===== src/hdl/dsi3_pkg.sv =====
// DSI3 chip filter package
// Chip encoding, filter counter type, filter limits and
// the register map of the Wishbone register slave

`default_nettype none

package dsi3_pkg;

  // ~~~~~~~~~~~~~~~~~~~~ Chip values
  typedef enum logic [1:0] {
    C0 = 2'd0,                                  // Lowest comparator level
    C1 = 2'd1,                                  // Middle level
    C2 = 2'd2                                   // Highest level, code 3 is never valid
  } dsi3_chip;

  // ~~~~~~~~~~~~~~~~~~~~ Filter counters
  typedef logic [3:0] dsi3_filter_counter_t;    // Persistence count of one chip value

  localparam dsi3_filter_counter_t FILT_MAX_LONG  = 4'd15; // Limit in normal mode
  localparam dsi3_filter_counter_t FILT_MAX_SHORT = 4'd10; // Limit with short filter time

  // ~~~~~~~~~~~~~~~~~~~~ Register map
  localparam int unsigned WB_AW = 2;            // Word address width, data is 32 bit

  // Control word: bit 0 short filter time, bit 1 clears the transition count
  localparam logic [WB_AW-1:0] ADDR_CTRL = 2'd0;
  // Status word: bits 1:0 filtered chip, bits 31:16 transition count
  localparam logic [WB_AW-1:0] ADDR_STAT = 2'd1;

  localparam int unsigned CTRL_SHORT_BIT = 0;   // Short filter time select
  localparam int unsigned CTRL_CLEAR_BIT = 1;   // Write one to clear, reads as zero

endpackage : dsi3_pkg

`default_nettype wire

===== src/hdl/dsi3_chip_filter_counter.sv =====
// DSI3 chip filter counter
// Measures how long one chip value has been present while it is not the
// filtered chip; counts up on a match and down otherwise, saturating at both ends.
// The instance for C1 also counts on a direct jump between the outer levels.

`timescale 1ns/1ns
`default_nettype none

module dsi3_chip_filter_counter #(
  parameter dsi3_pkg::dsi3_chip COUNT_VALUE = dsi3_pkg::C0      // Chip value this counter watches
) (
  input  wire                            clk_rst,
  input  wire                            i_arst_n,
  input  wire dsi3_pkg::dsi3_chip        i_input_value,         // Raw chip from the comparator
  input  wire dsi3_pkg::dsi3_chip        i_filtered_value,      // Current filter output
  input  wire                            i_shorter_filter_time, // Selects the short limit
  output dsi3_pkg::dsi3_filter_counter_t o_cnt
);

  import dsi3_pkg::*;

  dsi3_filter_counter_t max_value;               // Active saturation limit
  dsi3_filter_counter_t cnt_nxt;                 // Next count value
  logic                 count_up;                // Input supports this value
  logic                 restart;                 // Count goes back to zero

  assign max_value = i_shorter_filter_time ? FILT_MAX_SHORT : FILT_MAX_LONG;

  // ~~~~~~~~~~~~~~~~~~~~ Count conditions
  generate
    if (COUNT_VALUE == C1) begin : g_mid_level
      dsi3_chip prev_filtered;                   // Filter output of the last cycle
      logic     outer_jump;                      // Input jumps across the middle level

      // A C0/C2 swap must pass through C1, so it also counts for C1
      assign outer_jump = ((i_input_value == C0) && (i_filtered_value == C2)) ||
                          ((i_input_value == C2) && (i_filtered_value == C0));

      assign count_up = (i_input_value == COUNT_VALUE) || outer_jump;

      // Any change of the filter output starts the middle count afresh
      assign restart = (i_filtered_value == COUNT_VALUE) ||
                       (i_filtered_value != prev_filtered);

      always_ff @(posedge clk_rst or negedge i_arst_n) begin
        if (!i_arst_n) begin
          prev_filtered <= C0;                   // Filter output comes out of reset as C0
        end else begin
          prev_filtered <= i_filtered_value;
        end
      end
    end else begin : g_outer_level
      assign count_up = (i_input_value == COUNT_VALUE);     // Only an exact match counts up
      assign restart  = (i_filtered_value == COUNT_VALUE);  // Idle while this value is output
    end
  endgenerate

  // ~~~~~~~~~~~~~~~~~~~~ Next count
  always_comb begin
    cnt_nxt = o_cnt;                             // Hold at either saturation point
    if (restart) begin
      cnt_nxt = '0;
    end else if (count_up) begin
      if (o_cnt < max_value) begin
        cnt_nxt = o_cnt + 4'd1;                  // Value persists, count towards the limit
      end
    end else if (o_cnt != '0) begin
      cnt_nxt = o_cnt - 4'd1;                    // Value absent, let the count decay
    end
  end

  always_ff @(posedge clk_rst or negedge i_arst_n) begin
    if (!i_arst_n) begin
      o_cnt <= '0;
    end else begin
      o_cnt <= cnt_nxt;                          // Count reflects the input one cycle later
    end
  end

endmodule : dsi3_chip_filter_counter

`default_nettype wire


===== src/hdl/dsi3_chip_filter_decision.sv =====
// DSI3 chip filter decision
// Compares the three persistence counts with the active limit, picks the new
// filtered chip by priority C1, C0, C2 and flags each change for one cycle

`timescale 1ns/1ns
`default_nettype none

module dsi3_chip_filter_decision (
  input  wire                                 clk_rst,
  input  wire                                 i_arst_n,
  input  wire dsi3_pkg::dsi3_filter_counter_t i_cnt_c0,              // Persistence of C0
  input  wire dsi3_pkg::dsi3_filter_counter_t i_cnt_c1,              // Persistence of C1
  input  wire dsi3_pkg::dsi3_filter_counter_t i_cnt_c2,              // Persistence of C2
  input  wire                                 i_shorter_filter_time, // Selects the short limit
  output dsi3_pkg::dsi3_chip                  o_filtered_chip,
  output logic                                o_chip_changed
);

  import dsi3_pkg::*;

  dsi3_filter_counter_t limit;                   // Active switching threshold
  logic                 hit_c0;                  // C0 count has reached the limit
  logic                 hit_c1;                  // C1 count has reached the limit
  logic                 hit_c2;                  // C2 count has reached the limit
  dsi3_chip             chip_nxt;                // Filtered chip for the next cycle

  assign limit = i_shorter_filter_time ? FILT_MAX_SHORT : FILT_MAX_LONG;

  // A count may sit above a freshly lowered limit, so compare with >=
  assign hit_c0 = (i_cnt_c0 >= limit);
  assign hit_c1 = (i_cnt_c1 >= limit);
  assign hit_c2 = (i_cnt_c2 >= limit);

  // ~~~~~~~~~~~~~~~~~~~~ Priority select
  always_comb begin
    chip_nxt = o_filtered_chip;                  // No count at the limit keeps the output
    if (hit_c1) begin
      chip_nxt = C1;                             // Middle level wins every tie
    end else if (hit_c0) begin
      chip_nxt = C0;
    end else if (hit_c2) begin
      chip_nxt = C2;
    end
  end

  // ~~~~~~~~~~~~~~~~~~~~ Output registers
  always_ff @(posedge clk_rst or negedge i_arst_n) begin
    if (!i_arst_n) begin
      o_filtered_chip <= C0;
      o_chip_changed  <= 1'b0;
    end else begin
      o_filtered_chip <= chip_nxt;                       // Switch one cycle after the hit
      o_chip_changed  <= (chip_nxt != o_filtered_chip);  // High in the first cycle of a new chip
    end
  end

endmodule : dsi3_chip_filter_decision

`default_nettype wire


===== src/hdl/dsi3_chip_filter_top.sv =====
// DSI3 chip filter top level
// Three persistence counters run side by side on the raw chip, the decision
// block forms the filtered chip, and a Wishbone slave holds control and status

`timescale 1ns/1ns
`default_nettype none

module dsi3_chip_filter_top (
  input  wire                       clk_rst,
  input  wire                       i_arst_n,
  input  wire dsi3_pkg::dsi3_chip   i_chip,          // Raw chip, one sample per cycle
  input  wire                       i_wb_cyc,
  input  wire                       i_wb_stb,
  input  wire                       i_wb_we,
  input  wire [dsi3_pkg::WB_AW-1:0] i_wb_adr,
  input  wire [31:0]                i_wb_dat,
  output dsi3_pkg::dsi3_chip        o_filtered_chip,
  output logic [31:0]               o_wb_dat,
  output logic                      o_wb_ack
);

  import dsi3_pkg::*;

  dsi3_filter_counter_t cnt_c0;                  // Persistence counts
  dsi3_filter_counter_t cnt_c1;
  dsi3_filter_counter_t cnt_c2;
  dsi3_chip             filtered_chip;           // Fed back to every counter
  logic                 chg_pulse;               // Filter output changed
  logic                 short_sel;               // Short filter time from software

  assign o_filtered_chip = filtered_chip;

  // ~~~~~~~~~~~~~~~~~~~~ Counters
  dsi3_chip_filter_counter #(.COUNT_VALUE(C0)) u_cnt_c0 (
    .clk_rst               (clk_rst),
    .i_arst_n              (i_arst_n),
    .i_input_value         (i_chip),
    .i_filtered_value      (filtered_chip),
    .i_shorter_filter_time (short_sel),
    .o_cnt                 (cnt_c0)
  );

  dsi3_chip_filter_counter #(.COUNT_VALUE(C1)) u_cnt_c1 (
    .clk_rst               (clk_rst),
    .i_arst_n              (i_arst_n),
    .i_input_value         (i_chip),
    .i_filtered_value      (filtered_chip),
    .i_shorter_filter_time (short_sel),
    .o_cnt                 (cnt_c1)
  );

  dsi3_chip_filter_counter #(.COUNT_VALUE(C2)) u_cnt_c2 (
    .clk_rst               (clk_rst),
    .i_arst_n              (i_arst_n),
    .i_input_value         (i_chip),
    .i_filtered_value      (filtered_chip),
    .i_shorter_filter_time (short_sel),
    .o_cnt                 (cnt_c2)
  );

  // ~~~~~~~~~~~~~~~~~~~~ Decision and registers
  dsi3_chip_filter_decision u_decision (
    .clk_rst               (clk_rst),
    .i_arst_n              (i_arst_n),
    .i_cnt_c0              (cnt_c0),
    .i_cnt_c1              (cnt_c1),
    .i_cnt_c2              (cnt_c2),
    .i_shorter_filter_time (short_sel),
    .o_filtered_chip       (filtered_chip),
    .o_chip_changed        (chg_pulse)
  );

  dsi3_filter_regs u_regs (
    .clk_rst               (clk_rst),
    .i_arst_n              (i_arst_n),
    .i_wb_cyc              (i_wb_cyc),
    .i_wb_stb              (i_wb_stb),
    .i_wb_we               (i_wb_we),
    .i_wb_adr              (i_wb_adr),
    .i_wb_dat              (i_wb_dat),
    .i_filtered_chip       (filtered_chip),
    .i_chip_changed        (chg_pulse),
    .o_wb_dat              (o_wb_dat),
    .o_wb_ack              (o_wb_ack),
    .o_shorter_filter_time (short_sel)
  );

endmodule : dsi3_chip_filter_top

`default_nettype wire


===== src/hdl/dsi3_filter_regs.sv =====
// DSI3 chip filter register slave
// Wishbone classic slave with single-cycle ack holding the short filter time
// select, the filtered chip status and a saturating 16-bit transition counter

`timescale 1ns/1ns
`default_nettype none

module dsi3_filter_regs (
  input  wire                           clk_rst,
  input  wire                           i_arst_n,
  input  wire                           i_wb_cyc,
  input  wire                           i_wb_stb,
  input  wire                           i_wb_we,
  input  wire [dsi3_pkg::WB_AW-1:0]     i_wb_adr,        // Word address
  input  wire [31:0]                    i_wb_dat,
  input  wire dsi3_pkg::dsi3_chip       i_filtered_chip, // Current filter output
  input  wire                           i_chip_changed,  // One pulse per filter change
  output logic [31:0]                   o_wb_dat,
  output logic                          o_wb_ack,
  output logic                          o_shorter_filter_time
);

  import dsi3_pkg::*;

  logic        wb_req;                           // Transfer accepted this cycle
  logic        wr_ctrl;                          // Write to the control word
  logic        clr_cnt;                          // Software clear of the transition count
  logic [15:0] trans_cnt;                        // Number of filter output changes
  logic [31:0] rd_word;                          // Read mux output

  // ~~~~~~~~~~~~~~~~~~~~ Bus handshake
  // A request already answered by ack is not taken twice
  assign wb_req  = i_wb_cyc && i_wb_stb && !o_wb_ack;
  assign wr_ctrl = wb_req && i_wb_we && (i_wb_adr == ADDR_CTRL);
  assign clr_cnt = wr_ctrl && i_wb_dat[CTRL_CLEAR_BIT];

  always_ff @(posedge clk_rst or negedge i_arst_n) begin
    if (!i_arst_n) begin
      o_wb_ack <= 1'b0;
    end else begin
      o_wb_ack <= wb_req;                        // Ack follows the request by one cycle
    end
  end

  // ~~~~~~~~~~~~~~~~~~~~ Control register
  always_ff @(posedge clk_rst or negedge i_arst_n) begin
    if (!i_arst_n) begin
      o_shorter_filter_time <= 1'b0;             // Long filter time after reset
    end else if (wr_ctrl) begin
      o_shorter_filter_time <= i_wb_dat[CTRL_SHORT_BIT];
    end
  end

  // ~~~~~~~~~~~~~~~~~~~~ Transition counter
  always_ff @(posedge clk_rst or negedge i_arst_n) begin
    if (!i_arst_n) begin
      trans_cnt <= '0;
    end else if (clr_cnt) begin
      trans_cnt <= '0;                           // Clear wins over a coincident change
    end else if (i_chip_changed && (trans_cnt != 16'hFFFF)) begin
      trans_cnt <= trans_cnt + 16'd1;            // Stops at full scale
    end
  end

  // ~~~~~~~~~~~~~~~~~~~~ Read path
  always_comb begin
    rd_word = '0;                                // Unmapped words read as zero
    case (i_wb_adr)
      ADDR_CTRL: begin
        rd_word[CTRL_SHORT_BIT] = o_shorter_filter_time;  // Clear bit always reads 0
      end
      ADDR_STAT: begin
        rd_word[1:0]   = i_filtered_chip;
        rd_word[31:16] = trans_cnt;
      end
      default: begin
        rd_word = '0;
      end
    endcase
  end

  // Read data is captured with the request and is valid while ack is high
  always_ff @(posedge clk_rst) begin
    if (wb_req && !i_wb_we) begin
      o_wb_dat <= rd_word;
    end
  end

endmodule : dsi3_filter_regs

`default_nettype wire


===== config.mk =====
export PLATFORM = sky130hd
export DESIGN_NAME = dsi3_chip_filter_top
export DESIGN_NICKNAME = d
export VERILOG_FILES = /design/src/hdl/dsi3_pkg.sv /design/src/hdl/dsi3_chip_filter_counter.sv /design/src/hdl/dsi3_chip_filter_decision.sv /design/src/hdl/dsi3_chip_filter_top.sv /design/src/hdl/dsi3_filter_regs.sv
export SDC_FILE = /design/constraint.sdc
export NUM_CORES = 1
export LEC_CHECK = 0
export BUFFER_PORTS_ARGS = -buffer_cell sky130_fd_sc_hd__buf_2
export CORE_AREA = 2 2 95 97
export DETAILED_ROUTE_END_ITERATION = 7
export DIE_AREA = 0 0 97 99
export PLACE_DENSITY = 0.63
export SYNTH_ARGS = -nofsm -noshare
export SYNTH_HDL_FRONTEND = slang
export SYNTH_SLANG_ARGS = --single-unit
export TNS_END_PERCENT = 5

===== constraint.sdc =====
create_clock -name clk_rst -period 5.15 [get_ports clk_rst]
set_input_delay 1.545 -clock clk_rst [delete_from_list [all_inputs] [get_ports clk_rst]]
set_output_delay 1.545 -clock clk_rst [all_outputs]
set_load 0.05 [all_outputs]

### Yosys cells after proc, flatten, opt, wreduce, memory -nomap -nowiden

Index checks and enable logic that the tools add are counted.

* add/subtract/negate cells: 7
* order comparisons: 6
* equality and inequality tests: 11
* multiplexer cells: 19
* reduce and logical (&&, ||, !) cells: 27

Operator list (count)
* $mux 4: 12
* $mux 16: 2
* $add 16x1->16 const B: 1
* $ne 16x16->1 const B: 1
* $add 4x1->4 const B: 3
* $ge 4x4->1: 3
* $lt 4x4->1: 3
* $reduce_bool 4->1: 3
* $sub 4x1->4 const B: 3
* $logic_and 1x1->1: 9
* $ne 3x3->1 const B: 3
* $reduce_bool 3->1: 3
* $eq 2x1->1 const B: 3
* $logic_not 2->1: 3
* $mux 2: 3
* $reduce_and 2->1: 3
* $eq 2x2->1 const B: 2
* $ne 2x2->1: 2
* $logic_or 1x1->1: 3
* $mux 3: 1
* $logic_not 1->1: 2
* $pmux 1 s2: 1
* $reduce_bool 2->1: 1

* flip-flop bits (word level): 53
* output and inout bits: 35
* logic and storage cells: 81

### Depth between registers and ports, before layout

* depth after elaboration: 6
* depth in mapped cells: 8
* depth with buffers taken out: 8

### Cells and area by module

Synthesis repeated with hierarchy kept, for this count alone.

* cells, all modules: 324
* area, all modules: 3418.3 sq um

Modules (own cells, without submodules)
* dsi3_filter_regs: instances 1, cells an instance 162, area each 1889.3 sq um
* dsi3_chip_filter_counter (u_cnt_c1): instances 1, cells an instance 46, area each 479.2 sq um
* dsi3_chip_filter_counter (u_cnt_c2): instances 1, cells an instance 44, area each 397.9 sq um
* dsi3_chip_filter_counter (u_cnt_c0): instances 1, cells an instance 41, area each 370.4 sq um
* dsi3_chip_filter_decision: instances 1, cells an instance 31, area each 281.5 sq um

### Worst setup path after synthesis

No wires, ideal clock.

* path kind: input to register
* start: input port i_wb_we
* end: register u_regs.o_wb_dat[0], enable pin
* library setup time: 0.416 ns
* arrival: 2.869 ns
* data required time: 4.734 ns
* slack: 1.865 ns
* stages on the path: 1
* cells stage by stage: nor3_1

* word-level cells in the longest chain between the ends: 2

RTL lines
* start, declared: line dsi3_chip_filter_top.sv:14 `input wire i_wb_we,`
* $logic_not 1->1: line dsi3_filter_regs.sv:84 `if (wb_req && !i_wb_we) begin`
* $logic_and 1x1->1: line dsi3_filter_regs.sv:84
* end signal, assigned: line dsi3_filter_regs.sv:85 `o_wb_dat <= rd_word;`
* end, declared: line dsi3_filter_regs.sv:18 `output logic [31:0] o_wb_dat,`

No other way between the ends.
A chain may end at the register's enable or synchronous reset.

### Worst setup path in the final report

* start: input port i_chip[0]
* end: register u_cnt_c1.o_cnt[2]

* word-level cells in the longest chain between the ends: 6
* elaborated cells between the ends (all ways): 12

RTL lines
* start, declared: line dsi3_chip_filter_top.sv:11 `input wire dsi3_pkg::dsi3_chip i_chip,`
* $eq 2x2->1 / $logic_not 2->1 (equally long branches): line dsi3_chip_filter_counter.sv:37, dsi3_chip_filter_counter.sv:36
* $logic_and 1x1->1, on equally long branches: line dsi3_chip_filter_counter.sv:37, dsi3_chip_filter_counter.sv:36
* $logic_or 1x1->1: line dsi3_chip_filter_counter.sv:36 `assign outer_jump = ((i_input_value == C0) && (i_filtered_value == C2)) ||`
* $logic_or 1x1->1 (*): line dsi3_chip_filter_counter.sv:39 `assign count_up = (i_input_value == COUNT_VALUE) || outer_jump;`
* $ne 3x3->1 (no line) (tied with other cells)
* $reduce_and 2->1 (no line) / $mux 4 (equally long branches)
* end signal, assigned: line dsi3_chip_filter_counter.sv:76 `o_cnt <= cnt_nxt;`
* end, declared: line dsi3_chip_filter_counter.sv:17 `output dsi3_pkg::dsi3_filter_counter_t o_cnt`

Every way passes the cells marked *; elsewhere a longest branch is shown, timed or not.

==> run summary <==
outcome -> finished clean
Simple-Gate Fraction of Synth Area -> 0.199
FMAX -> 327 MHz
first-pass GRT wire length -> 9070 um
GRT Residual Overflow -> 0
Initial Util -> 0.345
Die W -> 97 um
RSZ-0062 raised after global routing -> no
Yosys reg bits -> 53
Gate Count Post-Synth -> 276
gr usage total -> 0.114
Leak -> 1.45 nW
critical path peak fanout -> 8
n_diodes -> 0
port bufs -> 31
DRT Wirelength -> 5230 um
# clock sinks -> 53
cell taking the most area after synthesis -> dfrtp_1
Routed WL per cell -> 12.5 um
Area Overhead vs Synth -> 11.0%
synth warn -> 0
hold buffer count at cts -> 0
ys flop type -> dfrtp_1
final-stage net count -> 364
drt first pass iters -> 4
Crit. End Element -> flip-flop
r2r worst-path depth -> 7
Post-synth ARST share -> 0.660
Tmin final -> 3.06 ns
Antenna Nets Post-Route -> 0
I/O pins -> 76
CTS buffer count -> 5
setup tns final -> 0 ns
syn avg cell area -> 10.7 um2
dpl hpwl -> 3880 um
clock skew -> 0.0101 ns
CTS Buffer Depth -> 2
mapped cell area -> 2950 um2
number of H-tree levels -> 2
register area share after synthesis -> 0.480
Tcrit/Tclk final -> 0.594
routability congestion estimate -> 0.817
Cell variety after synth -> 51
max_slew headroom -> 0.294
post-CTS setup repair buffer count -> 0
crit path to -> u_cnt_c1.o_cnt[2]
Clk Latency, worst-skew pair -> 0.31 ns
design area -> 3280 um2
initial antenna violation count -> 0
XOR/XNOR share of the synthesized area -> 0.0683
Starting DRT DRC Count -> 58
worst slew pin tran -> 1.06 ns
Pins Over Slew Limit -> 0
multiplexer share of the synthesized area -> 0.0208
final setup vio count -> 0
final hold vios -> 0
final worst slack -> 2.09 ns
clk slew on worst S/H paths -> 0.10 ns
vias -> 2,036
RR Endpoint -> u_cnt_c1.o_cnt[2]
post-layout util -> 0.383
maximum VDD drop -> 0.245 mV
Max Cap Viol -> 0
CTS tree -> built
Sw Share -> 0.389
Post-route DRC -> 0
post-synth top area share -> 0.297
Hold Path Class -> flip-flop to flip-flop
clock share of power -> 0.185
vias per inst -> 4.87
largest net degree at the start of global routing -> 36
number of synthesized flops with an enable pin -> 18
NetSw -> 606 uW
power density cells -> 476 nW/um2
Setup WS pre-CTS -> 1.75 ns
worst setup path start -> i_chip[0]
vias in the first global route -> 1,996
R2R Setup Slk -> 2.99 ns
type of origin of the critical path -> input port
crit path DAT -> 3.27 ns
non-filler cells, final -> 418
Logic pwr share -> 0.372
part of the power in registers -> 0.443
Pint -> 954 uW
CTS root buffer -> clkbuf_8
post-synthesis compound-gate area fraction -> 0.103
Reg-to-Reg Start -> u_decision.o_filtered_chip[1]
largest family of logic cells by synthesized area -> simple AND/OR/NAND/NOR gates
DP Cell Count -> 410
num rows -> 34
Area after DPL -> 3160 um2
Adder-Cell Fraction of Synth Area -> 0.0645
leading post-synthesis cells by cell area -> dfrtp_1 30%, edfxtp_1 18%, ha_1 5.1%, xor2_1 5.0%, nor2_1 4.5%
Crit Path Category -> input port to flip-flop
Post-CTS Resized -> 0
Die Ht -> 99 um
share of cells above drive strength 1 -> 0.165
Placeable Area -> 8550 um2
worst path required time -> 5.36 ns
die area -> 9600 um2
## per-stage QoR
stage / total power [mW] / hold slack [ns]
3_5_place_dp: 1.28 / 0.476
5_1_grt: 1.68 / 0.510
3_3_place_gp: 1.25 / 0.472
2_1_floorplan: 1.16 / 0.501
4_1_cts: 1.58 / 0.490
6_report: 1.56 / 0.487
## flip-flops by register name (all words and copies together), names as in the netlist
signal / count
u_regs.o_wb_ack: 1
u_decision.o_chip_changed: 1
u_regs.o_wb_dat: 18
u_cnt_c2.o_cnt: 4
u_decision.o_filtered_chip: 2
u_regs.o_shorter_filter_time: 1
u_cnt_c0.o_cnt: 4
u_regs.trans_cnt: 16
u_cnt_c1.g_mid_level.prev_filtered: 2
u_cnt_c1.o_cnt: 4
## final cells by class
| cell class | count | area, um2 |
|---|---|---|
| clock buffers | 5 | 68.8 |
| clock inverters | 3 | 43.8 |
| fillers | 878 | 5280 |
| inverters | 13 | 48.8 |
| multi-input cells | 204 | 1400 |
| flip-flops and latches | 53 | 1420 |
| well taps | 108 | 135 |
| repair buffers | 32 | 163 |
## power by group through the flow
stage	logic, mW	clock network [mW]	registers (mW)
2_1_floorplan	0.475	0	0.685
3_5_place_dp	0.583	0	0.698
5_1_grt	0.657	0.313	0.712
3_3_place_gp	0.557	0	0.692
4_1_cts	0.587	0.299	0.690
6_report	0.580	0.289	0.691
## cells in the mapped netlist, types with 2 or more instances
| cell type | count |
|---|---|
| o21ai_0 | 5 |
| ha_1 | 12 |
| xor2_1 | 17 |
| and3b_1 | 3 |
| nand2_1 | 8 |
| xnor2_1 | 6 |
| a21o_1 | 2 |
| a311oi_1 | 2 |
| o2111ai_1 | 2 |
| o21ai_2 | 2 |
| o21a_1 | 2 |
| a21oi_1 | 9 |
| mux2i_1 | 5 |
| o211a_1 | 2 |
| buf_4 | 14 |
| dfrtp_1 | 35 |
| fa_1 | 2 |
| edfxtp_1 | 18 |
| buf_6 | 2 |
| nor2_1 | 35 |
| and4_1 | 4 |
| o31ai_1 | 2 |
| nand4_1 | 7 |
| nand3_1 | 7 |
| clkbuf_1 | 3 |
| and3_1 | 2 |
| and2_1 | 19 |
| nor2b_1 | 5 |
| nand2b_1 | 4 |
| inv_1 | 13 |
| nor3_1 | 7 |
## worst min-delay path by stage
stage	startpoint	end	slack, ns	cells after the start
2_1_floorplan	u_regs.trans_cnt[2]	u_regs.trans_cnt[2]	0.50	1
5_1_grt	u_regs.o_wb_ack	u_regs.o_wb_ack	0.51	1
6_report	u_regs.o_wb_ack	u_regs.o_wb_ack	0.49	1
4_1_cts	u_regs.o_wb_ack	u_regs.o_wb_ack	0.49	1
3_3_place_gp	u_regs.o_wb_ack	u_regs.o_wb_ack	0.47	1
3_5_place_dp	u_regs.o_wb_ack	u_regs.o_wb_ack	0.48	1
## per-layer routing
| layer | up-vias | part of all wire | global-route usage | wire length [um] |
|---|---|---|---|---|
| met1 | 986 | 0.44 | 0.138 | 2320 |
| met5 | - | 0 | 0 | 0 |
| met2 | 38 | 0.51 | 0.208 | 2690 |
| li1 | 1008 | - | - | - |
| met3 | 4 | 0.037 | 0.0284 | 194 |
| met4 | 0 | 0.0048 | 0.0206 | 25 |
## placed cells by master (no fill, tap or decap), drive strengths merged, types with 7 or more instances in the layout
cell type / n
and2: 19
nor2: 35
edfxtp: 18
nand3: 7
ha: 12
inv: 14
nor3: 7
nand2: 8
xor2: 17
dfrtp: 35
o21ai: 8
conb: 14
buf: 32
a21oi: 9
nand4: 8
## worst max-delay path, cell delays in order
cell and delay [ns]:
buf_2 0.11, nand2b_1 0.29, o221ai_4 0.35, xnor2_1 0.16, ha_1 0.23, and3_4 0.21
a211oi_2 0.05, a2111oi_2 0.33
## kinds of logic (layout without fill, tap and decap cells)
group	after synthesis	after routing
AOI/OAI and AO/OA	39	39
xor gates and xnor gates	23	23
adders and majority gates	14	14
buffers and inverters	32	53
DFF	53	53
muxes	6	6
other	1	14
and+or+nand+nor	108	108
Power figures use the tool's default switching activity.
